**config.mk**
```make
export PLATFORM = sky130hd
export DESIGN_NAME = slide_unit_top
export DESIGN_NICKNAME = d
export VERILOG_FILES = /design/src/hw/slide_pkg.sv /design/src/hw/slide_if.sv /design/src/hw/result_buffer.sv /design/src/hw/slide_issue.sv /design/src/hw/slide_unit_top.sv /design/src/hw/vrf_writeback.sv
export SDC_FILE = /design/constraint.sdc
export NUM_CORES = 1
export LEC_CHECK = 0
export ABC_CLOCK_PERIOD_IN_PS = 17400
export BUFFER_PORTS_ARGS = -buffer_cell sky130_fd_sc_hd__clkbuf_2
export CORE_ASPECT_RATIO = 1.4
export CORE_MARGIN = 3
export CORE_UTILIZATION = 40
export DETAILED_ROUTE_END_ITERATION = 12
export PLACE_DENSITY = 0.55
export SKIP_CTS_REPAIR_TIMING = 1
export SLEW_MARGIN = 0
export SYNTH_ARGS = -nofsm -noshare
export SYNTH_HDL_FRONTEND = slang
export SYNTH_SLANG_ARGS = --single-unit
export TNS_END_PERCENT = 100
```
**constraint.sdc**
```tcl
create_clock -name clk_i -period 17.4 [get_ports clk_i]
set_clock_uncertainty 0.15 [all_clocks]
set_input_delay 0.87 -clock clk_i [delete_from_list [all_inputs] [get_ports clk_i]]
set_output_delay 0.87 -clock clk_i [all_outputs]
set_load 0.01 [all_outputs]
```
**src/hw/slide_pkg.sv**
```systemverilog
package slide_pkg;

  ////////////////////
  // Geometry
  ////////////////////

  // Lane datapath width in bits
  localparam int unsigned ElenW = 64;
  // Bytes held by one vector register
  localparam int unsigned VlenB = 128;
  // Register file word address width
  localparam int unsigned AddrW = 10;
  // Instruction id width
  localparam int unsigned IdW = 3;
  // Vector length and stride field width
  localparam int unsigned VlW = 8;

  ////////////////////
  // Types
  ////////////////////

  // Element width code, an element holds 2**code bytes
  typedef enum logic [1:0] {
    ew8  = 2'd0,
    ew16 = 2'd1,
    ew32 = 2'd2,
    ew64 = 2'd3
  } vsew_e;

  typedef enum logic {
    op_slideup   = 1'b0,
    op_slidedown = 1'b1
  } slide_op_e;

  // Slide request as queued by the issue stage
  typedef struct packed {
    slide_op_e      op;
    vsew_e          vsew;
    // Length and stride both count elements
    logic [VlW-1:0] vl;
    logic [VlW-1:0] stride;
    logic [4:0]     vd;
    logic [IdW-1:0] id;
  } slide_req_t;

endpackage

```
**src/hw/slide_if.sv**
```systemverilog
`timescale 1ns/1ps

// Result pushes from the slide engine into the result buffer
interface res_push_if #(
  parameter int unsigned NrLanes = 2
);
  import slide_pkg::*;

  localparam int unsigned DataW = ElenW * NrLanes;
  localparam int unsigned StrbW = DataW / 8;

  logic             push;
  logic [AddrW-1:0] addr;
  logic [DataW-1:0] wdata;
  logic [StrbW-1:0] be;
  logic [IdW-1:0]   id;
  logic             last;
  // One pulse per drained buffer entry
  logic             credit;

  modport sender (output push, addr, wdata, be, id, last, input credit);
  modport receiver (input push, addr, wdata, be, id, last, output credit);

endinterface

// Oldest buffer entry offered to the write-back port
interface res_head_if #(
  parameter int unsigned NrLanes = 2
);
  import slide_pkg::*;

  localparam int unsigned DataW = ElenW * NrLanes;
  localparam int unsigned StrbW = DataW / 8;

  logic             valid;
  logic [AddrW-1:0] addr;
  logic [DataW-1:0] wdata;
  logic [StrbW-1:0] be;
  logic [IdW-1:0]   id;
  logic             last;
  // Retires the head entry at the clock edge
  logic             pop;

  modport source (output valid, addr, wdata, be, id, last, input pop);
  modport sink (input valid, addr, wdata, be, id, last, output pop);

endinterface

```
**src/hw/result_buffer.sv**
```systemverilog
`timescale 1ns/1ps

module result_buffer #(
  parameter int unsigned NrLanes     = 2,
  parameter int unsigned ResultDepth = 2
) (
  input  logic        clk_i,
  input  logic        rst_ni,
  res_push_if.receiver push,
  res_head_if.source   head
);
  import slide_pkg::*;

  localparam int unsigned DataW = ElenW * NrLanes;
  localparam int unsigned StrbW = DataW / 8;
  localparam int unsigned PntW  = (ResultDepth > 1) ? $clog2(ResultDepth) : 1;
  localparam int unsigned FillW = $clog2(ResultDepth + 1);

  ////////////////////
  // Entry storage
  ////////////////////

  logic [AddrW-1:0] addr_mem  [ResultDepth];
  logic [DataW-1:0] wdata_mem [ResultDepth];
  logic [StrbW-1:0] be_mem    [ResultDepth];
  logic [IdW-1:0]   id_mem    [ResultDepth];
  logic             last_mem  [ResultDepth];

  logic [PntW-1:0]  wr_pnt_q;
  logic [PntW-1:0]  rd_pnt_q;
  // Entries currently held
  logic [FillW-1:0] fill_q;
  logic             drain;

  // Credits guarantee a free slot, so every push is written
  always_ff @(posedge clk_i) begin
    if (push.push) begin
      addr_mem[wr_pnt_q]  <= push.addr;
      wdata_mem[wr_pnt_q] <= push.wdata;
      be_mem[wr_pnt_q]    <= push.be;
      id_mem[wr_pnt_q]    <= push.id;
      last_mem[wr_pnt_q]  <= push.last;
    end
  end

  ////////////////////
  // Head and credits
  ////////////////////

  assign drain       = head.pop && head.valid;
  // Credit goes back in the cycle the entry drains
  assign push.credit = drain;

  assign head.valid = fill_q != '0;
  assign head.addr  = addr_mem[rd_pnt_q];
  assign head.wdata = wdata_mem[rd_pnt_q];
  assign head.be    = be_mem[rd_pnt_q];
  assign head.id    = id_mem[rd_pnt_q];
  assign head.last  = last_mem[rd_pnt_q];

  always_ff @(posedge clk_i or negedge rst_ni) begin
    if (!rst_ni) begin
      wr_pnt_q <= '0;
      rd_pnt_q <= '0;
      fill_q   <= '0;
    end else begin
      if (push.push) begin
        wr_pnt_q <= (wr_pnt_q == PntW'(ResultDepth - 1)) ? '0 : wr_pnt_q + 1'b1;
      end
      if (drain) begin
        rd_pnt_q <= (rd_pnt_q == PntW'(ResultDepth - 1)) ? '0 : rd_pnt_q + 1'b1;
      end
      fill_q <= fill_q + FillW'(push.push) - FillW'(drain);
    end
  end

endmodule

```
**src/hw/slide_issue.sv**
```systemverilog
`timescale 1ns/1ps

module slide_issue #(
  parameter int unsigned NrLanes     = 2,
  parameter int unsigned InsnDepth   = 2,
  parameter int unsigned ResultDepth = 2
) (
  input  logic                                clk_i,
  input  logic                                rst_ni,
  input  slide_pkg::slide_req_t               req_i,
  input  logic                                req_valid_i,
  output logic                                req_ready_o,
  input  logic [slide_pkg::ElenW*NrLanes-1:0] operand_i,
  input  logic                                operand_valid_i,
  output logic                                operand_ready_o,
  res_push_if.sender                          push
);
  import slide_pkg::*;

  // Word width in bytes and in bits
  localparam int unsigned W           = ElenW * NrLanes / 8;
  localparam int unsigned DataW       = ElenW * NrLanes;
  localparam int unsigned WordsPerReg = VlenB / W;
  localparam int unsigned ByteIdxW    = $clog2(W);
  // Byte pointers must also hold the value W
  localparam int unsigned PntW        = ByteIdxW + 1;
  // Byte counts up to 255 elements of 8 bytes
  localparam int unsigned CntW        = VlW + 3;
  localparam int unsigned QIdxW       = (InsnDepth > 1) ? $clog2(InsnDepth) : 1;
  localparam int unsigned QCntW       = $clog2(InsnDepth + 1);
  localparam int unsigned CredW       = $clog2(ResultDepth + 1);

  ////////////////////
  // Instruction queue
  ////////////////////

  slide_req_t       insn_q [InsnDepth];
  logic [QIdxW-1:0] accept_pnt_q;
  logic [QIdxW-1:0] issue_pnt_q;
  logic [QCntW-1:0] insn_cnt_q;
  logic             accept;
  logic             retire;
  // Instruction at the issue pointer, held in place until it retires
  slide_req_t       cur;

  assign req_ready_o = insn_cnt_q < QCntW'(InsnDepth);
  assign accept      = req_valid_i && req_ready_o;
  assign cur         = insn_q[issue_pnt_q];

  always_ff @(posedge clk_i) begin
    if (accept) begin
      insn_q[accept_pnt_q] <= req_i;
    end
  end

  always_ff @(posedge clk_i or negedge rst_ni) begin
    if (!rst_ni) begin
      accept_pnt_q <= '0;
      issue_pnt_q  <= '0;
      insn_cnt_q   <= '0;
    end else begin
      if (accept) begin
        accept_pnt_q <= (accept_pnt_q == QIdxW'(InsnDepth - 1)) ? '0 : accept_pnt_q + 1'b1;
      end
      if (retire) begin
        issue_pnt_q <= (issue_pnt_q == QIdxW'(InsnDepth - 1)) ? '0 : issue_pnt_q + 1'b1;
      end
      insn_cnt_q <= insn_cnt_q + QCntW'(accept) - QCntW'(retire);
    end
  end

  ////////////////////
  // Slide engine
  ////////////////////

  typedef enum logic [1:0] {
    st_idle,
    st_run,
    st_finish
  } state_e;

  state_e           state_q, state_d;
  // Byte pointers into the operand word and the staging result word
  logic [PntW-1:0]  in_pnt_q, in_pnt_d;
  logic [PntW-1:0]  out_pnt_q, out_pnt_d;
  // Bytes still to copy
  logic [CntW-1:0]  rem_q, rem_d;
  // Destination word index inside the register
  logic [AddrW-1:0] vrf_pnt_q, vrf_pnt_d;
  logic [DataW-1:0] stage_wdata_q, stage_wdata_d;
  logic [W-1:0]     stage_be_q, stage_be_d;
  logic [CredW-1:0] credit_q;

  logic [CntW-1:0]  byte_cnt;
  logic [CntW-1:0]  byte_off;
  logic             step;
  logic             last_step;
  logic             in_empty;
  logic             out_full;
  logic             push_word;
  logic [PntW-1:0]  in_left;
  logic [PntW-1:0]  out_left;
  logic [PntW-1:0]  step_n;
  logic [W-1:0]     step_be;
  logic [DataW-1:0] step_bits;
  logic [DataW-1:0] placed;
  logic [DataW-1:0] word_wdata;
  logic [W-1:0]     word_be;

  // Element counts turned into byte counts
  assign byte_cnt = CntW'(cur.vl) << cur.vsew;
  assign byte_off = CntW'(cur.stride) << cur.vsew;

  // A step needs an operand and room in the result buffer
  assign step     = (state_q == st_run) && operand_valid_i && (credit_q != '0);
  assign in_left  = PntW'(W) - in_pnt_q;
  assign out_left = PntW'(W) - out_pnt_q;

  // Bytes moved this step, the least of both word remainders and the bytes left
  always_comb begin
    step_n = (in_left < out_left) ? in_left : out_left;
    if (CntW'(step_n) > rem_q) begin
      step_n = PntW'(rem_q);
    end
  end

  assign last_step = CntW'(step_n) == rem_q;
  assign in_empty  = (in_pnt_q + step_n) == PntW'(W);
  assign out_full  = (out_pnt_q + step_n) == PntW'(W);

  // Output bytes written by this step
  always_comb begin
    for (int i = 0; i < W; i++) begin
      step_be[i] = (PntW'(i) >= out_pnt_q) && (PntW'(i) < out_pnt_q + step_n);
      step_bits[8*i +: 8] = {8{step_be[i]}};
    end
  end

  // Align the input bytes to byte 0, then move them up to the output pointer
  assign placed     = (operand_i >> {in_pnt_q, 3'b000}) << {out_pnt_q, 3'b000};
  assign word_wdata = (stage_wdata_q & ~step_bits) | (placed & step_bits);
  assign word_be    = stage_be_q | step_be;

  assign push_word       = step && (out_full || last_step);
  assign operand_ready_o = step && (in_empty || last_step);
  assign retire          = state_q == st_finish;

  assign push.push  = push_word;
  assign push.addr  = AddrW'(cur.vd) * AddrW'(WordsPerReg) + vrf_pnt_q;
  assign push.wdata = word_wdata;
  assign push.be    = word_be;
  assign push.id    = cur.id;
  assign push.last  = last_step;

  always_comb begin
    state_d       = state_q;
    in_pnt_d      = in_pnt_q;
    out_pnt_d     = out_pnt_q;
    rem_d         = rem_q;
    vrf_pnt_d     = vrf_pnt_q;
    stage_wdata_d = stage_wdata_q;
    stage_be_d    = stage_be_q;

    case (state_q)
      st_idle: begin
        if (insn_cnt_q != '0) begin
          stage_wdata_d = '0;
          stage_be_d    = '0;
          if (cur.op == op_slideup) begin
            // Read from source byte 0, write from byte off onward
            in_pnt_d  = '0;
            out_pnt_d = PntW'(byte_off[ByteIdxW-1:0]);
            vrf_pnt_d = AddrW'(byte_off >> ByteIdxW);
            rem_d     = (byte_off < byte_cnt) ? byte_cnt - byte_off : '0;
          end else begin
            // Source stream starts inside word off/W
            in_pnt_d  = PntW'(byte_off[ByteIdxW-1:0]);
            out_pnt_d = '0;
            vrf_pnt_d = '0;
            rem_d     = byte_cnt;
          end
          // Nothing to write means the instruction retires right away
          state_d = (rem_d == '0) ? st_finish : st_run;
        end
      end
      st_run: begin
        if (step) begin
          in_pnt_d      = in_empty ? '0 : in_pnt_q + step_n;
          out_pnt_d     = out_pnt_q + step_n;
          rem_d         = rem_q - CntW'(step_n);
          stage_wdata_d = word_wdata;
          stage_be_d    = word_be;
          if (push_word) begin
            // Word leaves through the push port, start a fresh one
            out_pnt_d     = '0;
            vrf_pnt_d     = vrf_pnt_q + 1'b1;
            stage_wdata_d = '0;
            stage_be_d    = '0;
          end
          if (last_step) begin
            state_d = st_finish;
          end
        end
      end
      // Queue entry is released here
      st_finish: state_d = st_idle;
      default:   state_d = st_idle;
    endcase
  end

  always_ff @(posedge clk_i or negedge rst_ni) begin
    if (!rst_ni) begin
      state_q   <= st_idle;
      in_pnt_q  <= '0;
      out_pnt_q <= '0;
      rem_q     <= '0;
      vrf_pnt_q <= '0;
      credit_q  <= CredW'(ResultDepth);
    end else begin
      state_q   <= state_d;
      in_pnt_q  <= in_pnt_d;
      out_pnt_q <= out_pnt_d;
      rem_q     <= rem_d;
      vrf_pnt_q <= vrf_pnt_d;
      // One credit per push, one back per drained entry
      credit_q  <= credit_q - CredW'(push_word) + CredW'(push.credit);
    end
  end

  always_ff @(posedge clk_i) begin
    stage_wdata_q <= stage_wdata_d;
    stage_be_q    <= stage_be_d;
  end

endmodule

```
**src/hw/slide_unit_top.sv**
```systemverilog
`timescale 1ns/1ps

module slide_unit_top #(
  parameter int unsigned NrLanes     = 2,
  parameter int unsigned ResultDepth = 2,
  parameter int unsigned InsnDepth   = 2
) (
  input  logic                                  clk_i,
  input  logic                                  rst_ni,
  // Request port
  input  logic                                  req_valid_i,
  output logic                                  req_ready_o,
  input  slide_pkg::slide_op_e                  req_op_i,
  input  slide_pkg::vsew_e                      req_vsew_i,
  input  logic [slide_pkg::VlW-1:0]             req_vl_i,
  input  logic [slide_pkg::VlW-1:0]             req_stride_i,
  input  logic [4:0]                            req_vd_i,
  input  logic [slide_pkg::IdW-1:0]             req_id_i,
  // Source operand stream
  input  logic [slide_pkg::ElenW*NrLanes-1:0]   operand_i,
  input  logic                                  operand_valid_i,
  output logic                                  operand_ready_o,
  // Register file write port
  output logic                                  result_req_o,
  output logic [slide_pkg::AddrW-1:0]           result_addr_o,
  output logic [slide_pkg::ElenW*NrLanes-1:0]   result_wdata_o,
  output logic [slide_pkg::ElenW*NrLanes/8-1:0] result_be_o,
  input  logic                                  result_gnt_i,
  // Completion report
  output logic                                  done_valid_o,
  output logic [slide_pkg::IdW-1:0]             done_id_o
);
  import slide_pkg::*;

  ////////////////////
  // Request packing
  ////////////////////

  slide_req_t req;

  assign req.op     = req_op_i;
  assign req.vsew   = req_vsew_i;
  assign req.vl     = req_vl_i;
  assign req.stride = req_stride_i;
  assign req.vd     = req_vd_i;
  assign req.id     = req_id_i;

  ////////////////////
  // Stages
  ////////////////////

  res_push_if #(.NrLanes(NrLanes)) push_if ();
  res_head_if #(.NrLanes(NrLanes)) head_if ();

  // Queue and slide engine
  slide_issue #(
    .NrLanes    (NrLanes),
    .InsnDepth  (InsnDepth),
    .ResultDepth(ResultDepth)
  ) i_issue (
    .clk_i          (clk_i),
    .rst_ni         (rst_ni),
    .req_i          (req),
    .req_valid_i    (req_valid_i),
    .req_ready_o    (req_ready_o),
    .operand_i      (operand_i),
    .operand_valid_i(operand_valid_i),
    .operand_ready_o(operand_ready_o),
    .push           (push_if.sender)
  );

  // Credit-controlled result FIFO
  result_buffer #(
    .NrLanes    (NrLanes),
    .ResultDepth(ResultDepth)
  ) i_buffer (
    .clk_i (clk_i),
    .rst_ni(rst_ni),
    .push  (push_if.receiver),
    .head  (head_if.source)
  );

  vrf_writeback #(
    .NrLanes(NrLanes)
  ) i_writeback (
    .clk_i         (clk_i),
    .rst_ni        (rst_ni),
    .head          (head_if.sink),
    .result_req_o  (result_req_o),
    .result_addr_o (result_addr_o),
    .result_wdata_o(result_wdata_o),
    .result_be_o   (result_be_o),
    .result_gnt_i  (result_gnt_i),
    .done_valid_o  (done_valid_o),
    .done_id_o     (done_id_o)
  );

endmodule

```
**src/hw/vrf_writeback.sv**
```systemverilog
`timescale 1ns/1ps

module vrf_writeback #(
  parameter int unsigned NrLanes = 2
) (
  input  logic                                  clk_i,
  input  logic                                  rst_ni,
  res_head_if.sink                              head,
  // Register file write port
  output logic                                  result_req_o,
  output logic [slide_pkg::AddrW-1:0]           result_addr_o,
  output logic [slide_pkg::ElenW*NrLanes-1:0]   result_wdata_o,
  output logic [slide_pkg::ElenW*NrLanes/8-1:0] result_be_o,
  input  logic                                  result_gnt_i,
  // Completion report
  output logic                                  done_valid_o,
  output logic [slide_pkg::IdW-1:0]             done_id_o
);

  ////////////////////
  // Write port
  ////////////////////

  logic granted;
  logic granted_last;

  // Head entry drives the port and holds until granted
  assign result_req_o   = head.valid;
  assign result_addr_o  = head.addr;
  assign result_wdata_o = head.wdata;
  assign result_be_o    = head.be;

  assign granted      = head.valid && result_gnt_i;
  assign granted_last = granted && head.last;
  assign head.pop     = granted;

  ////////////////////
  // Completion
  ////////////////////

  // Pulse one cycle after the last word of an instruction is granted
  always_ff @(posedge clk_i or negedge rst_ni) begin
    if (!rst_ni) begin
      done_valid_o <= 1'b0;
    end else begin
      done_valid_o <= granted_last;
    end
  end

  // Id only matters while done_valid_o is high
  always_ff @(posedge clk_i) begin
    if (granted_last) begin
      done_id_o <= head.id;
    end
  end

endmodule

```
## Word-level counts from Yosys, hierarchy flattened

Memories as Yosys holds them, arrays and structs flattened. A register that Yosys moved wholly into a read port is not among the register bits.
Cells that the tools add are included.

| storage, ports and cells | value |
|---|---|
| memory bits (writable) | 370 |
| input bits | 160 |
| register bits after elaboration | 188 |
| memories | 6 |
| output and inout port bits | 161 |
| logic and storage cells | 173 |

Memories:

| name | words | width | rd ports | clocked after Yosys merged registers in | wr ports | RTL line | RTL |
|---|---|---|---|---|---|---|---|
| i_buffer.wdata_mem | 2 | 128 | 1 | 0 | 1 | result_buffer.sv:24 | `logic [DataW-1:0] wdata_mem [ResultDepth];` |
| i_issue.insn_q | 2 | 27 | 1 | 0 | 1 | slide_issue.sv:37 | `slide_req_t insn_q [InsnDepth];` |
| i_buffer.be_mem | 2 | 16 | 1 | 0 | 1 | result_buffer.sv:25 | `logic [StrbW-1:0] be_mem [ResultDepth];` |
| i_buffer.addr_mem | 2 | 10 | 1 | 0 | 1 | result_buffer.sv:23 | `logic [AddrW-1:0] addr_mem [ResultDepth];` |
| i_buffer.id_mem | 2 | 3 | 1 | 1 | 1 | result_buffer.sv:26 | `logic [IdW-1:0] id_mem [ResultDepth];` |
| i_buffer.last_mem | 2 | 1 | 1 | 0 | 1 | result_buffer.sv:27 | `logic last_mem [ResultDepth];` |

| operators by class | value |
|---|---|
| equal/unequal tests | 9 |
| reductions and logical operators | 35 |
| bitwise operators | 5 |
| shifts and indexed selects | 4 |
| $add $sub $neg | 18 |
| magnitude comparators | 36 |
| multiplexer cells | 45 |

Operators by type and width:

| operator | count |
|---|---|
| $mux W128 | 3 |
| $and A128 B128 Y128 | 2 |
| $pmux W128 S2 | 1 |
| $not A128 Y128 | 1 |
| $or A128 B128 Y128 | 1 |
| $shl A128 B8 Y128 | 1 |
| $shr A128 B8 Y128 | 1 |
| $mux W11 | 6 |
| $mux W16 | 3 |
| $ge A4 B5 Y1 const A | 8 |
| $lt A4 B5 Y1 const A | 8 |
| $mux W5 | 8 |
| $pmux W16 S2 | 1 |
| $mux W10 | 3 |
| $logic_and A1 B1 Y1 | 24 |
| $pmux W11 S2 | 1 |
| $shl A8 B2 Y11 | 2 |
| $ge A3 B5 Y1 const A | 4 |
| $lt A3 B5 Y1 const A | 4 |
| $pmux W10 S2 | 1 |
| $pmux W5 S2 | 2 |
| $or A16 B16 Y16 | 1 |
| $eq A5 B11 Y1 | 1 |
| $gt A5 B11 Y1 | 1 |
| 31 further kinds | 64 |

## Depth between registers and ports, before layout

Gate-level depths: netlist of run 1.

| logic depth | value |
|---|---|
| word-level depth | 14 |
| depth in mapped cells | 33 |
| depth with buffers taken out | 29 |

## Cells and area by module

Synthesis of run 1 repeated with hierarchy kept, for this count alone.

| second synthesis, totals | value |
|---|---|
| cells, all modules | 3527 |
| area, all modules | 38301.7 um^2 |

By module, submodules not included:

| module | instances | area each (um^2) | cells an instance | seq. area each (um^2) |
|---|---|---|---|---|
| slide_issue | 1 | 24991.5 | 2858 | 6922.9 |
| result_buffer | 1 | 12019.0 | 508 | 9589.2 |
| vrf_writeback | 1 | 1291.2 | 161 | 115.1 |

## Worst setup path after synthesis of run 1

No wires, ideal clock.

| timing path | value |
|---|---|
| kind | register to register |
| from | register i_issue.out_pnt_q[1] |
| to | memory i_buffer.addr_mem[0][0] (enable) |
| setup slack | 3.347 ns |
| library setup time | 0.679 ns |
| data required time | 16.571 ns |
| stages on the path, launching flop included | 27 |
| buffers on the path | 4 |
| period minus slack after synthesis | 14.053 ns |
| arrival | 13.225 ns |
| path through | dfrtp_1 > clkbuf_1 > clkinv_1 > clkbuf_1 > buf_1 > clkbuf_1 > ha_1 > and2_1 > ha_1 > ha_1 > a21o_1 > a31oi_1 > o21ai_0 > ha_1 > and3_1 > a211oi_1 > a211o_1 > a21oi_1 > ha_1 > fa_1 > a21o_1 > a21oi_2 > xnor2_1 > xnor2_4 > nor3_1 > o21ai_1 > nor2_1 |

| on the way | value |
|---|---|
| longest elaborated chain between the ends | 11 |
| elaborated cells between the ends (all ways) | 12 |
| classes of those cells | 2 x add/sub; 2 x order compare; 2 x eq/ne; 4 x mux; 2 x reduce/logical |

Ends and longest elaborated chain:

| item | RTL line | RTL |
|---|---|---|
| from (decl) | slide_issue.sv:85 | `logic [PntW-1:0] out_pnt_q, out_pnt_d;` |
| from (signal assigned) | slide_issue.sv:222 | `out_pnt_q <= out_pnt_d;` |
| $sub A5 B5 Y5 | slide_issue.sv:117 | `assign out_left = PntW'(W) - out_pnt_q;` |
| $lt A5 B5 Y1 | slide_issue.sv:121 | `step_n = (in_left < out_left) ? in_left : out_left;` |
| $mux W5 | slide_issue.sv:121 |  |
| $gt A5 B11 Y1 | slide_issue.sv:122 | `if (CntW'(step_n) > rem_q) begin` |
| $mux W5 | slide_issue.sv:122 |  |
| $add A5 B5 Y5 | slide_issue.sv:129 | `assign out_full = (out_pnt_q + step_n) == PntW'(W);` |
| $eq A5 B5 Y1 | slide_issue.sv:129 |  |
| $logic_or A1 B1 Y1 * | slide_issue.sv:144 | `assign push_word = step && (out_full \|\| last_step);` |
| $logic_and A1 B1 Y1 * | slide_issue.sv:144 |  |
| $mux W1 * | result_buffer.sv:37 | `if (push.push) begin` |
| $mux W1 (implied by the code) * | result_buffer.sv:38 | `addr_mem[wr_pnt_q] <= push.addr;` |
| to (decl) | result_buffer.sv:23 |  |

Mark *: on every way between the ends. The rest lies on a longest branch, timed or not.

## Final worst setup path of run 1

| timing path | value |
|---|---|
| from | register i_issue.in_pnt_q[1] |
| to | memory i_buffer.wdata_mem[1][27] (netlist bit) (enable) |

| on the way | value |
|---|---|
| longest elaborated chain between the ends | 11 |
| elaborated cells between the ends (all ways) | 12 |
| classes of those cells | 2 x add/sub; 2 x order compare; 2 x eq/ne; 4 x mux; 2 x reduce/logical |

Ends and longest elaborated chain:

| item | RTL line | RTL |
|---|---|---|
| from (decl) | slide_issue.sv:84 | `logic [PntW-1:0] in_pnt_q, in_pnt_d;` |
| from (signal assigned) | slide_issue.sv:221 | `in_pnt_q <= in_pnt_d;` |
| $sub A5 B5 Y5 * | slide_issue.sv:116 | `assign in_left = PntW'(W) - in_pnt_q;` |
| $lt A5 B5 Y1 | slide_issue.sv:121 |  |
| $mux W5 * | slide_issue.sv:121 |  |
| $gt A5 B11 Y1 | slide_issue.sv:122 |  |
| $mux W5 * | slide_issue.sv:122 |  |
| $add A5 B5 Y5 | slide_issue.sv:129 |  |
| $eq A5 B5 Y1 | slide_issue.sv:129 |  |
| $logic_or A1 B1 Y1 * | slide_issue.sv:144 |  |
| $logic_and A1 B1 Y1 * | slide_issue.sv:144 |  |
| $mux W1 * | result_buffer.sv:37 |  |
| $mux W1 (implied by the code) * | result_buffer.sv:39 | `wdata_mem[wr_pnt_q] <= push.wdata;` |
| to (decl) | result_buffer.sv:24 |  |

Marked as above.

==> flow_metrics.tcl, run 1 <==
set metrics [dict create \
    grt_pass1_wl_um 224200 \
    die_w_um 266.0 \
    die_h_um 370.0 \
    synth_edf_count 517 \
    critical_path.top_delay_family "compound AO/OA/AOI/OAI gates" \
    cap_viol_max_count 0 \
    hold_slack_ps 178.3 \
    worst_pin_slew_ps 1352 \
    io_buffers 320 \
    drive_above_1_share_pct 26.43 \
    final_common_cell "edfxtp_1" \
    drtPass1Iterations 8 \
    status "completed" \
    globalRouteOverflowTotal 0 \
    boundaryPins 321 \
    drt_iter0_drc 4668 \
    layout_common_cells "517 x edfxtp_1, 320 x clkbuf_2, 306 x mux2_2, 251 x nand2_1, 215 x nor2_1" \
    critical_path.endpoint_type "register" \
    cts_htree_levels 2 \
    cp_data_required_time_ps 17450 \
    cp_max_fo 143 \
    slew_headroom_pct 9.140 \
    antenna_found_initial 6 \
    path_clk_slew_ps 70 \
    seq_area_frac_synth_pct 43.92 \
    crit_type "reg -> reg" \
    start_util_pct 40.64 \
    power_mw 3.174 \
    via_per_inst 6.532 \
    numCtsBuffers 56 \
    worst_path_most_repeated_cell "ha_1" \
    core_area_mm2 0.09315 \
    rsz0062_at_grt "no" \
    routabilityCongestion 1.043 \
    nets 3863 \
    final_cell_count_no_fill 4908 \
    critPathBufInv 2 \
    worstPathArrival_ps 9520 \
    ant_nets 0 \
    avgSynthCellArea_um2 11.01 \
    path_cells "inv_2 > ha_1 > nor3b_2 > xnor2_1 > ha_1 > a21o_1 > a31oi_1 > o21ai_0 > ha_1 > and3_1 > a211oi_1 > a211o_1 > a21oi_1 > ha_1 > fa_1 > a21o_1 > a21oi_2 > xnor2_1 > xnor2_4 > nor3_1 > o21ai_1 > nor2_4 > buf_12" \
    cpPeakStageDelay_ps 920 \
    grt_max_degree 145 \
    dp.cells 4796 \
    irDropWorstVdd_uv 78.22 \
    die_area_mm2 0.09843 \
    finalCriticalPeriod_ps 9475 \
    utilization_pct 45.56 \
    vias 32057 \
    syn_nets 3654 \
    slew_viol_final 0 \
    finalCritPeriodShare_pct 54.46 \
    final.setup.tns_ps 0 \
    dp_hpwl_um 117200 \
    cts_max_path_buffers 3 \
    synthFlopType "edfxtp_1" \
    rows 132 \
    cpMaxStageDelayCell "dfrtp_4" \
    root_buffer "clkbuf_16" \
    grt_util_all_layers_pct 31.05 \
    wl_per_cell_um 31.94 \
    yosys_warnings 0 \
    syn_area_mm2 0.03786 \
    cp-start-kind "register" \
    synth_cells 3439 \
    ys_ff_latch 561 \
    hp-class "in -> async" \
    power_leakage_nw 14.28 \
    routed_wl_um 156800 \
    power_density_mw_per_mm2 74.79 \
    cts_tree "built" \
    synthArstFlopShare_pct 7.843 \
    grt_pass1_vias 30920 \
    finalSetupViolations 0 \
    hold_viol_final 0 \
    ys_types 107 \
    synthToLayoutAreaGrowth_pct 12.09 \
    drc 0 \
    cts.sinks 561 \
    clock_latency_ps 640 \
    fmax_ghz 0.1055 \
]
[Yosys cell counts, types with 18 or more instances]
cell / instances / area share (%)
a211o_1: 18 / 0.42
ha_1: 50 / 1.7
o21ai_0: 139 / 1.8
mux4_2: 80 / 4.8
clkbuf_1: 152 / 1.5
a211oi_1: 48 / 0.95
a21o_1: 26 / 0.52
nand2b_1: 41 / 0.68
a221oi_1: 30 / 0.69
and2_1: 99 / 1.6
and3_1: 21 / 0.35
a31oi_1: 21 / 0.35
or2_2: 21 / 0.35
dfrtp_1: 43 / 2.8
nor2_1: 219 / 2.2
o221ai_1: 20 / 0.46
o21a_1: 27 / 0.54
o22ai_1: 71 / 1.2
edfxtp_1: 517 / 41
a21oi_1: 206 / 2.7
mux2_2: 306 / 9.1
o211ai_1: 47 / 0.93
xnor2_1: 31 / 0.72
buf_1: 21 / 0.21
o2111ai_1: 19 / 0.44
nand3_1: 65 / 0.86
buf_2: 50 / 0.66
inv_1: 53 / 0.53
a32oi_1: 20 / 0.46
nor3_1: 54 / 0.71
mux2i_1: 204 / 5.4
nand4_1: 19 / 0.31
a22oi_1: 82 / 1.6
nand2_1: 252 / 2.5
a22o_1: 22 / 0.51
buf_4: 21 / 0.42
nor2b_1: 22 / 0.36
[worst register-to-register path, delay by kind of cell, from the launching register on]
family                     cells  cell delay, ps
and+or+nand+nor                4            1290
xor gates and xnor gates       3             980
buffers and inverters          2             960
DFF                            1             920
adders and majority gates      5            1690
AOI/OAI and AO/OA              9            2720
[flip-flops by register name, summed over array words and instances (netlist names), 3 cells and up]
register,count
i_buffer.wdata_mem,256
i_buffer.addr_mem,20
i_issue.stage_wdata_q,128
i_issue.stage_be_q,16
i_issue.rem_q,11
i_issue.insn_q,54
i_buffer.id_mem,6
i_writeback.done_id_o,3
i_issue.vrf_pnt_q,10
i_buffer.be_mem,32
i_issue.out_pnt_q,5
i_issue.in_pnt_q,5
[report_power, final]
| group | internal, mW | leakage (nW) | switching (mW) |
|---|---|---|---|
| clock | 0.686 | 0.898 | 0.528 |
| sequential | 1.50 | 4.83 | 0.0172 |
| combinational | 0.166 | 8.55 | 0.282 |
[kinds of logic after synthesis]
logic type | synth area share [%]
AND/OR/NAND/NOR | 11.68
AO/OA/AOI/OAI | 18.22
XOR/XNOR | 1.018
multiplexers | 19.45
flip-flops | 43.92
adder cells (fa/ha/maj) | 1.917
buffers and inverters | 3.801
[routing by layer]
metal  wire length, um  share of wire (%)  vias to the layer above  track usage, %
li1                  -                  -                    13944               -
met4              8918                5.7                        2           14.73
met2             71150                 45                     1876           48.89
met3             13010                8.3                      366           5.374
met1             63690                 41                    15869           41.67
met5                13             0.0083                        -               0
[through the flow]
step,worst slack [ps],cell area [um2]
after detailed placement,8009,40590
after CTS,7916,42420
after global placement,8067,40590
after floorplan,3347,37860
final,7925,42440
after global routing,7293,42430
[cell type report]
type / instances / area [um2]
multi-input combinational: 2559 / 19880
sequential: 561 / 16650
timing repair buffer: 410 / 2315
tap: 1206 / 1509
clock buffer: 66 / 1439
antenna: 9 / 22.52
inverter: 60 / 230.2
clock inverter: 37 / 391.6
fill: 8751 / 50710
[path summary, 6_finish.rpt]
| path | endpoint | depth (start not counted) | slack, ps | from |
|---|---|---|---|---|
| max | i_buffer.wdata_mem[1][27]$_DFFE_PP_ | 23 | 7920 | i_issue.in_pnt_q[1]$_DFFE_PN0P_ |
| min in group clk_i | i_issue.insn_q[1][24]$_DFFE_PP_ | 1 | 270 | req_vsew_i[0] |
| min reg2reg | i_buffer.fill_q[1]$_DFF_PN0_ | 1 | 310 | i_buffer.fill_q[1]$_DFF_PN0_ |
| max reg2reg | i_buffer.wdata_mem[1][27]$_DFFE_PP_ | 23 | 7920 | i_issue.in_pnt_q[1]$_DFFE_PN0P_ |
| min | i_writeback.done_valid_o$_DFF_PN0_ | 2 | 180 | rst_ni |
| max in group asynchronous | i_issue.in_pnt_q[2]$_DFFE_PN0P_ | 2 | 16420 | rst_ni |
Power figures use the tool's default switching activity.
==> run 2, diff against run 1 <==
--- a/config.mk
+++ b/config.mk
@@ -5,13 +5,13 @@
 export SDC_FILE = /design/constraint.sdc
 export NUM_CORES = 1
 export LEC_CHECK = 0
-export ABC_CLOCK_PERIOD_IN_PS = 17400
+export ABC_CLOCK_PERIOD_IN_PS = 7800
 export BUFFER_PORTS_ARGS = -buffer_cell sky130_fd_sc_hd__clkbuf_2
 export CORE_ASPECT_RATIO = 1.4
 export CORE_MARGIN = 3
 export CORE_UTILIZATION = 40
 export DETAILED_ROUTE_END_ITERATION = 12
-export PLACE_DENSITY = 0.55
+export PLACE_DENSITY = 0.57
 export SKIP_CTS_REPAIR_TIMING = 1
 export SLEW_MARGIN = 0
 export SYNTH_ARGS = -nofsm -noshare
==> constraint.sdc (replaced) <==
create_clock -name clk_i -period 7.8 [get_ports clk_i]
set_clock_uncertainty 0.15 [all_clocks]
set_input_delay 0.39 -clock clk_i [delete_from_list [all_inputs] [get_ports clk_i]]
set_output_delay 0.39 -clock clk_i [all_outputs]
set_load 0.01 [all_outputs]
==> run 2 against run 1 <==
- core utilization increased by 0.82 points
- final area is 1.8% higher
- global-route usage decreased by 0.34 points
- final cell count is 1.2% higher
- sequential power is 120% higher
- combinational power increased by 130%
- die area unchanged
- routed wire length fell by 1.0%
- total power grew 120%
- critical path depth shrank 2
- sequential share of layout area is 0.70 points lower
==> flow_metrics.tcl, run 2 (synthesis gave the netlist of run 1 again) <==
set metrics [dict create \
    vias 32454 \
    cts.sinks 561 \
    die_h_um 370.0 \
    cts_tree "built" \
    cp-start-kind "register" \
    final.setup.tns_ps 0 \
    regMostFlops "i_buffer.wdata_mem" \
    cts_max_path_buffers 3 \
    cpPeakStageDelay_ps 660 \
    seq_power_share_pct 48.7 \
    rsz0062_at_grt "no" \
    drtPass1Iterations 9 \
    finalSetupViolations 0 \
    wl_per_cell_um 31.25 \
    cp_data_required_time_ps 7260 \
    final_common_cell "edfxtp_1" \
    drt_iter0_drc 3651 \
    start_util_pct 40.64 \
    core_area_mm2 0.09315 \
    boundaryPins 321 \
    fmax_ghz 0.1428 \
    p_sw_share_pct 26.25 \
    fillers 8819 \
    worst_pin_slew_ps 1200 \
    finalCritPeriodShare_pct 89.80 \
    status "completed" \
    rows 132 \
    p_int_mw 5.110 \
    final_cell_count_no_fill 4967 \
    largest_register_ff_count 256 \
    finalCriticalPeriod_ps 7004 \
    slew_viol_final 0 \
    die_w_um 266.0 \
    cap_viol_max_count 0 \
    dp_hpwl_um 116600 \
    critical_path.endpoint_type "output port" \
    power_switching_mw 1.818 \
    slew_headroom_pct 19.35 \
    top_regs "i_buffer.wdata_mem x256, i_issue.stage_wdata_q x128, i_issue.insn_q x54" \
    dp.cells 4839 \
    pwr-share-comb_pct 14.5 \
    irDropWorstVdd_uv 174.5 \
    hold_viol_final 0 \
    layout_common_cells "517 x edfxtp_1, 320 x clkbuf_2, 306 x mux2_2, 251 x nand2_1, 212 x nor2_1" \
    worst_path_most_repeated_cell "o21ai_0" \
    numCtsBuffers 53 \
    ant_nets 0 \
    grt_util_all_layers_pct 30.71 \
    synthToLayoutAreaGrowth_pct 14.11 \
    grt_pass1_vias 31278 \
    io_buffers 320 \
    hp-class "in -> reg" \
    root_buffer "clkbuf_16" \
    grt_max_degree 143 \
    via_per_inst 6.534 \
    drive_above_1_share_pct 27.77 \
    routabilityCongestion 1.029 \
    antenna_found_initial 7 \
    crit_type "reg -> out" \
    power_mw 6.928 \
    seqCellArea_mm2 0.01665 \
    power_leakage_nw 14.62 \
    p_clk_share_pct 36.8 \
    cpMaxStageDelayCell "or4b_2" \
    power_density_mw_per_mm2 160.4 \
    multi_input_area_mm2 0.02007 \
    globalRouteOverflowTotal 0 \
    cts_htree_levels 2 \
    routed_wl_um 155200 \
    worstPathArrival_ps 6460 \
    grt_pass1_wl_um 222700 \
    path_clk_slew_ps 70 \
    cp_max_fo 17 \
    drc 0 \
    die_area_mm2 0.09843 \
    clock_latency_ps 640 \
    path_cells "inv_2 > ha_2 > nor3b_2 > xnor2_2 > ha_4 > a21o_4 > a31oi_4 > o21ai_0 > ha_1 > nor2b_2 > o21bai_4 > a211oi_2 > nor2_1 > a21oi_1 > inv_1 > fa_1 > xnor2_1 > or4b_2 > o21ai_0 > and2_1 > clkbuf_2" \
    nets 3932 \
]
[run 2: cell types whose count changed in the layout (fill, tap and decap cells not counted), moves of 4 or more]
cell,delta
ha_1,-5
dlygate4sd3_1,+29
clkinv_1,-6
diode_2,-4
buf_12,+9
buf_4,+34
[run 2: critical path: cells and delay by family, from the launching register on]
kind	cells	cell delay, ps
flops	1	580
simple gates	5	1410
compound gates	7	1730
xor+xnor	2	360
buf+inv	3	450
fa+ha+maj	4	1280
[run 2: final cells by class]
type / count / share of cell area (%)
Antenna cell: 5 / 0.02896
Clock buffer: 64 / 3.165
Clock inverter: 30 / 0.7124
Inverter: 60 / 0.5705
Multi-Input combinational cell: 2559 / 46.46
Sequential cell: 561 / 38.54
Tap cell: 1206 / 3.493
Timing Repair Buffer: 482 / 7.037
[run 2: per-stage QoR]
stage | util, % | hold WS, ps | worst slack (ps) | area, um2
2_1_floorplan | - | -55.59 | -485.4 | 38180
3_3_place_gp | 44.26 | 307.5 | 953.5 | 41230
3_5_place_dp | 44.26 | 305.4 | 873.8 | 41230
4_1_cts | 46.06 | -300.9 | 742.4 | 42900
5_1_grt | 46.38 | 44.44 | 427.9 | 43200
6_report | 46.38 | 29.92 | 795.7 | 43200
[run 2: final timing paths]
kind | from | end | slack, ps | depth (start not counted)
hold / removal | req_valid_i | i_issue.accept_pnt_q$_DFFE_PN0P_ | 30 | 3
setup reg to reg | i_issue.in_pnt_q[1]$_DFFE_PN0P_ | i_issue.stage_wdata_q[59]$_SDFFCE_PP0P_ | 860 | 25
max in group asynchronous | rst_ni | i_issue.in_pnt_q[0]$_DFFE_PN0P_ | 6740 | 3
min in group asynchronous | rst_ni | i_issue.vrf_pnt_q[7]$_DFFE_PN0P_ | 260 | 3
hold reg to reg | i_buffer.fill_q[1]$_DFF_PN0_ | i_buffer.fill_q[1]$_DFF_PN0_ | 330 | 1
setup / recovery | i_issue.in_pnt_q[1]$_DFFE_PN0P_ | operand_ready_o | 800 | 21
[run 2: layer usage]
layer,routed length [um],track usage [%],vias up,share of wire (%)
met3,12740,5.368,362,8.2
met5,13,0,-,0.0084
met1,62700,40.70,16210,40
met4,9700,15.97,2,6.2
met2,70060,48.25,1784,45
li1,-,-,14096,-
[run 2: power by group through the flow]
| stage | clock network, mW | registers (mW) | logic (mW) |
|---|---|---|---|
| after floorplan | 0 | 3.42 | 0.624 |
| after global placement | 0 | 3.44 | 0.967 |
| after detailed placement | 0 | 3.44 | 0.968 |
| after CTS | 2.60 | 3.37 | 0.972 |
| after global routing | 2.70 | 3.38 | 1.08 |
| final | 2.55 | 3.37 | 1.01 |
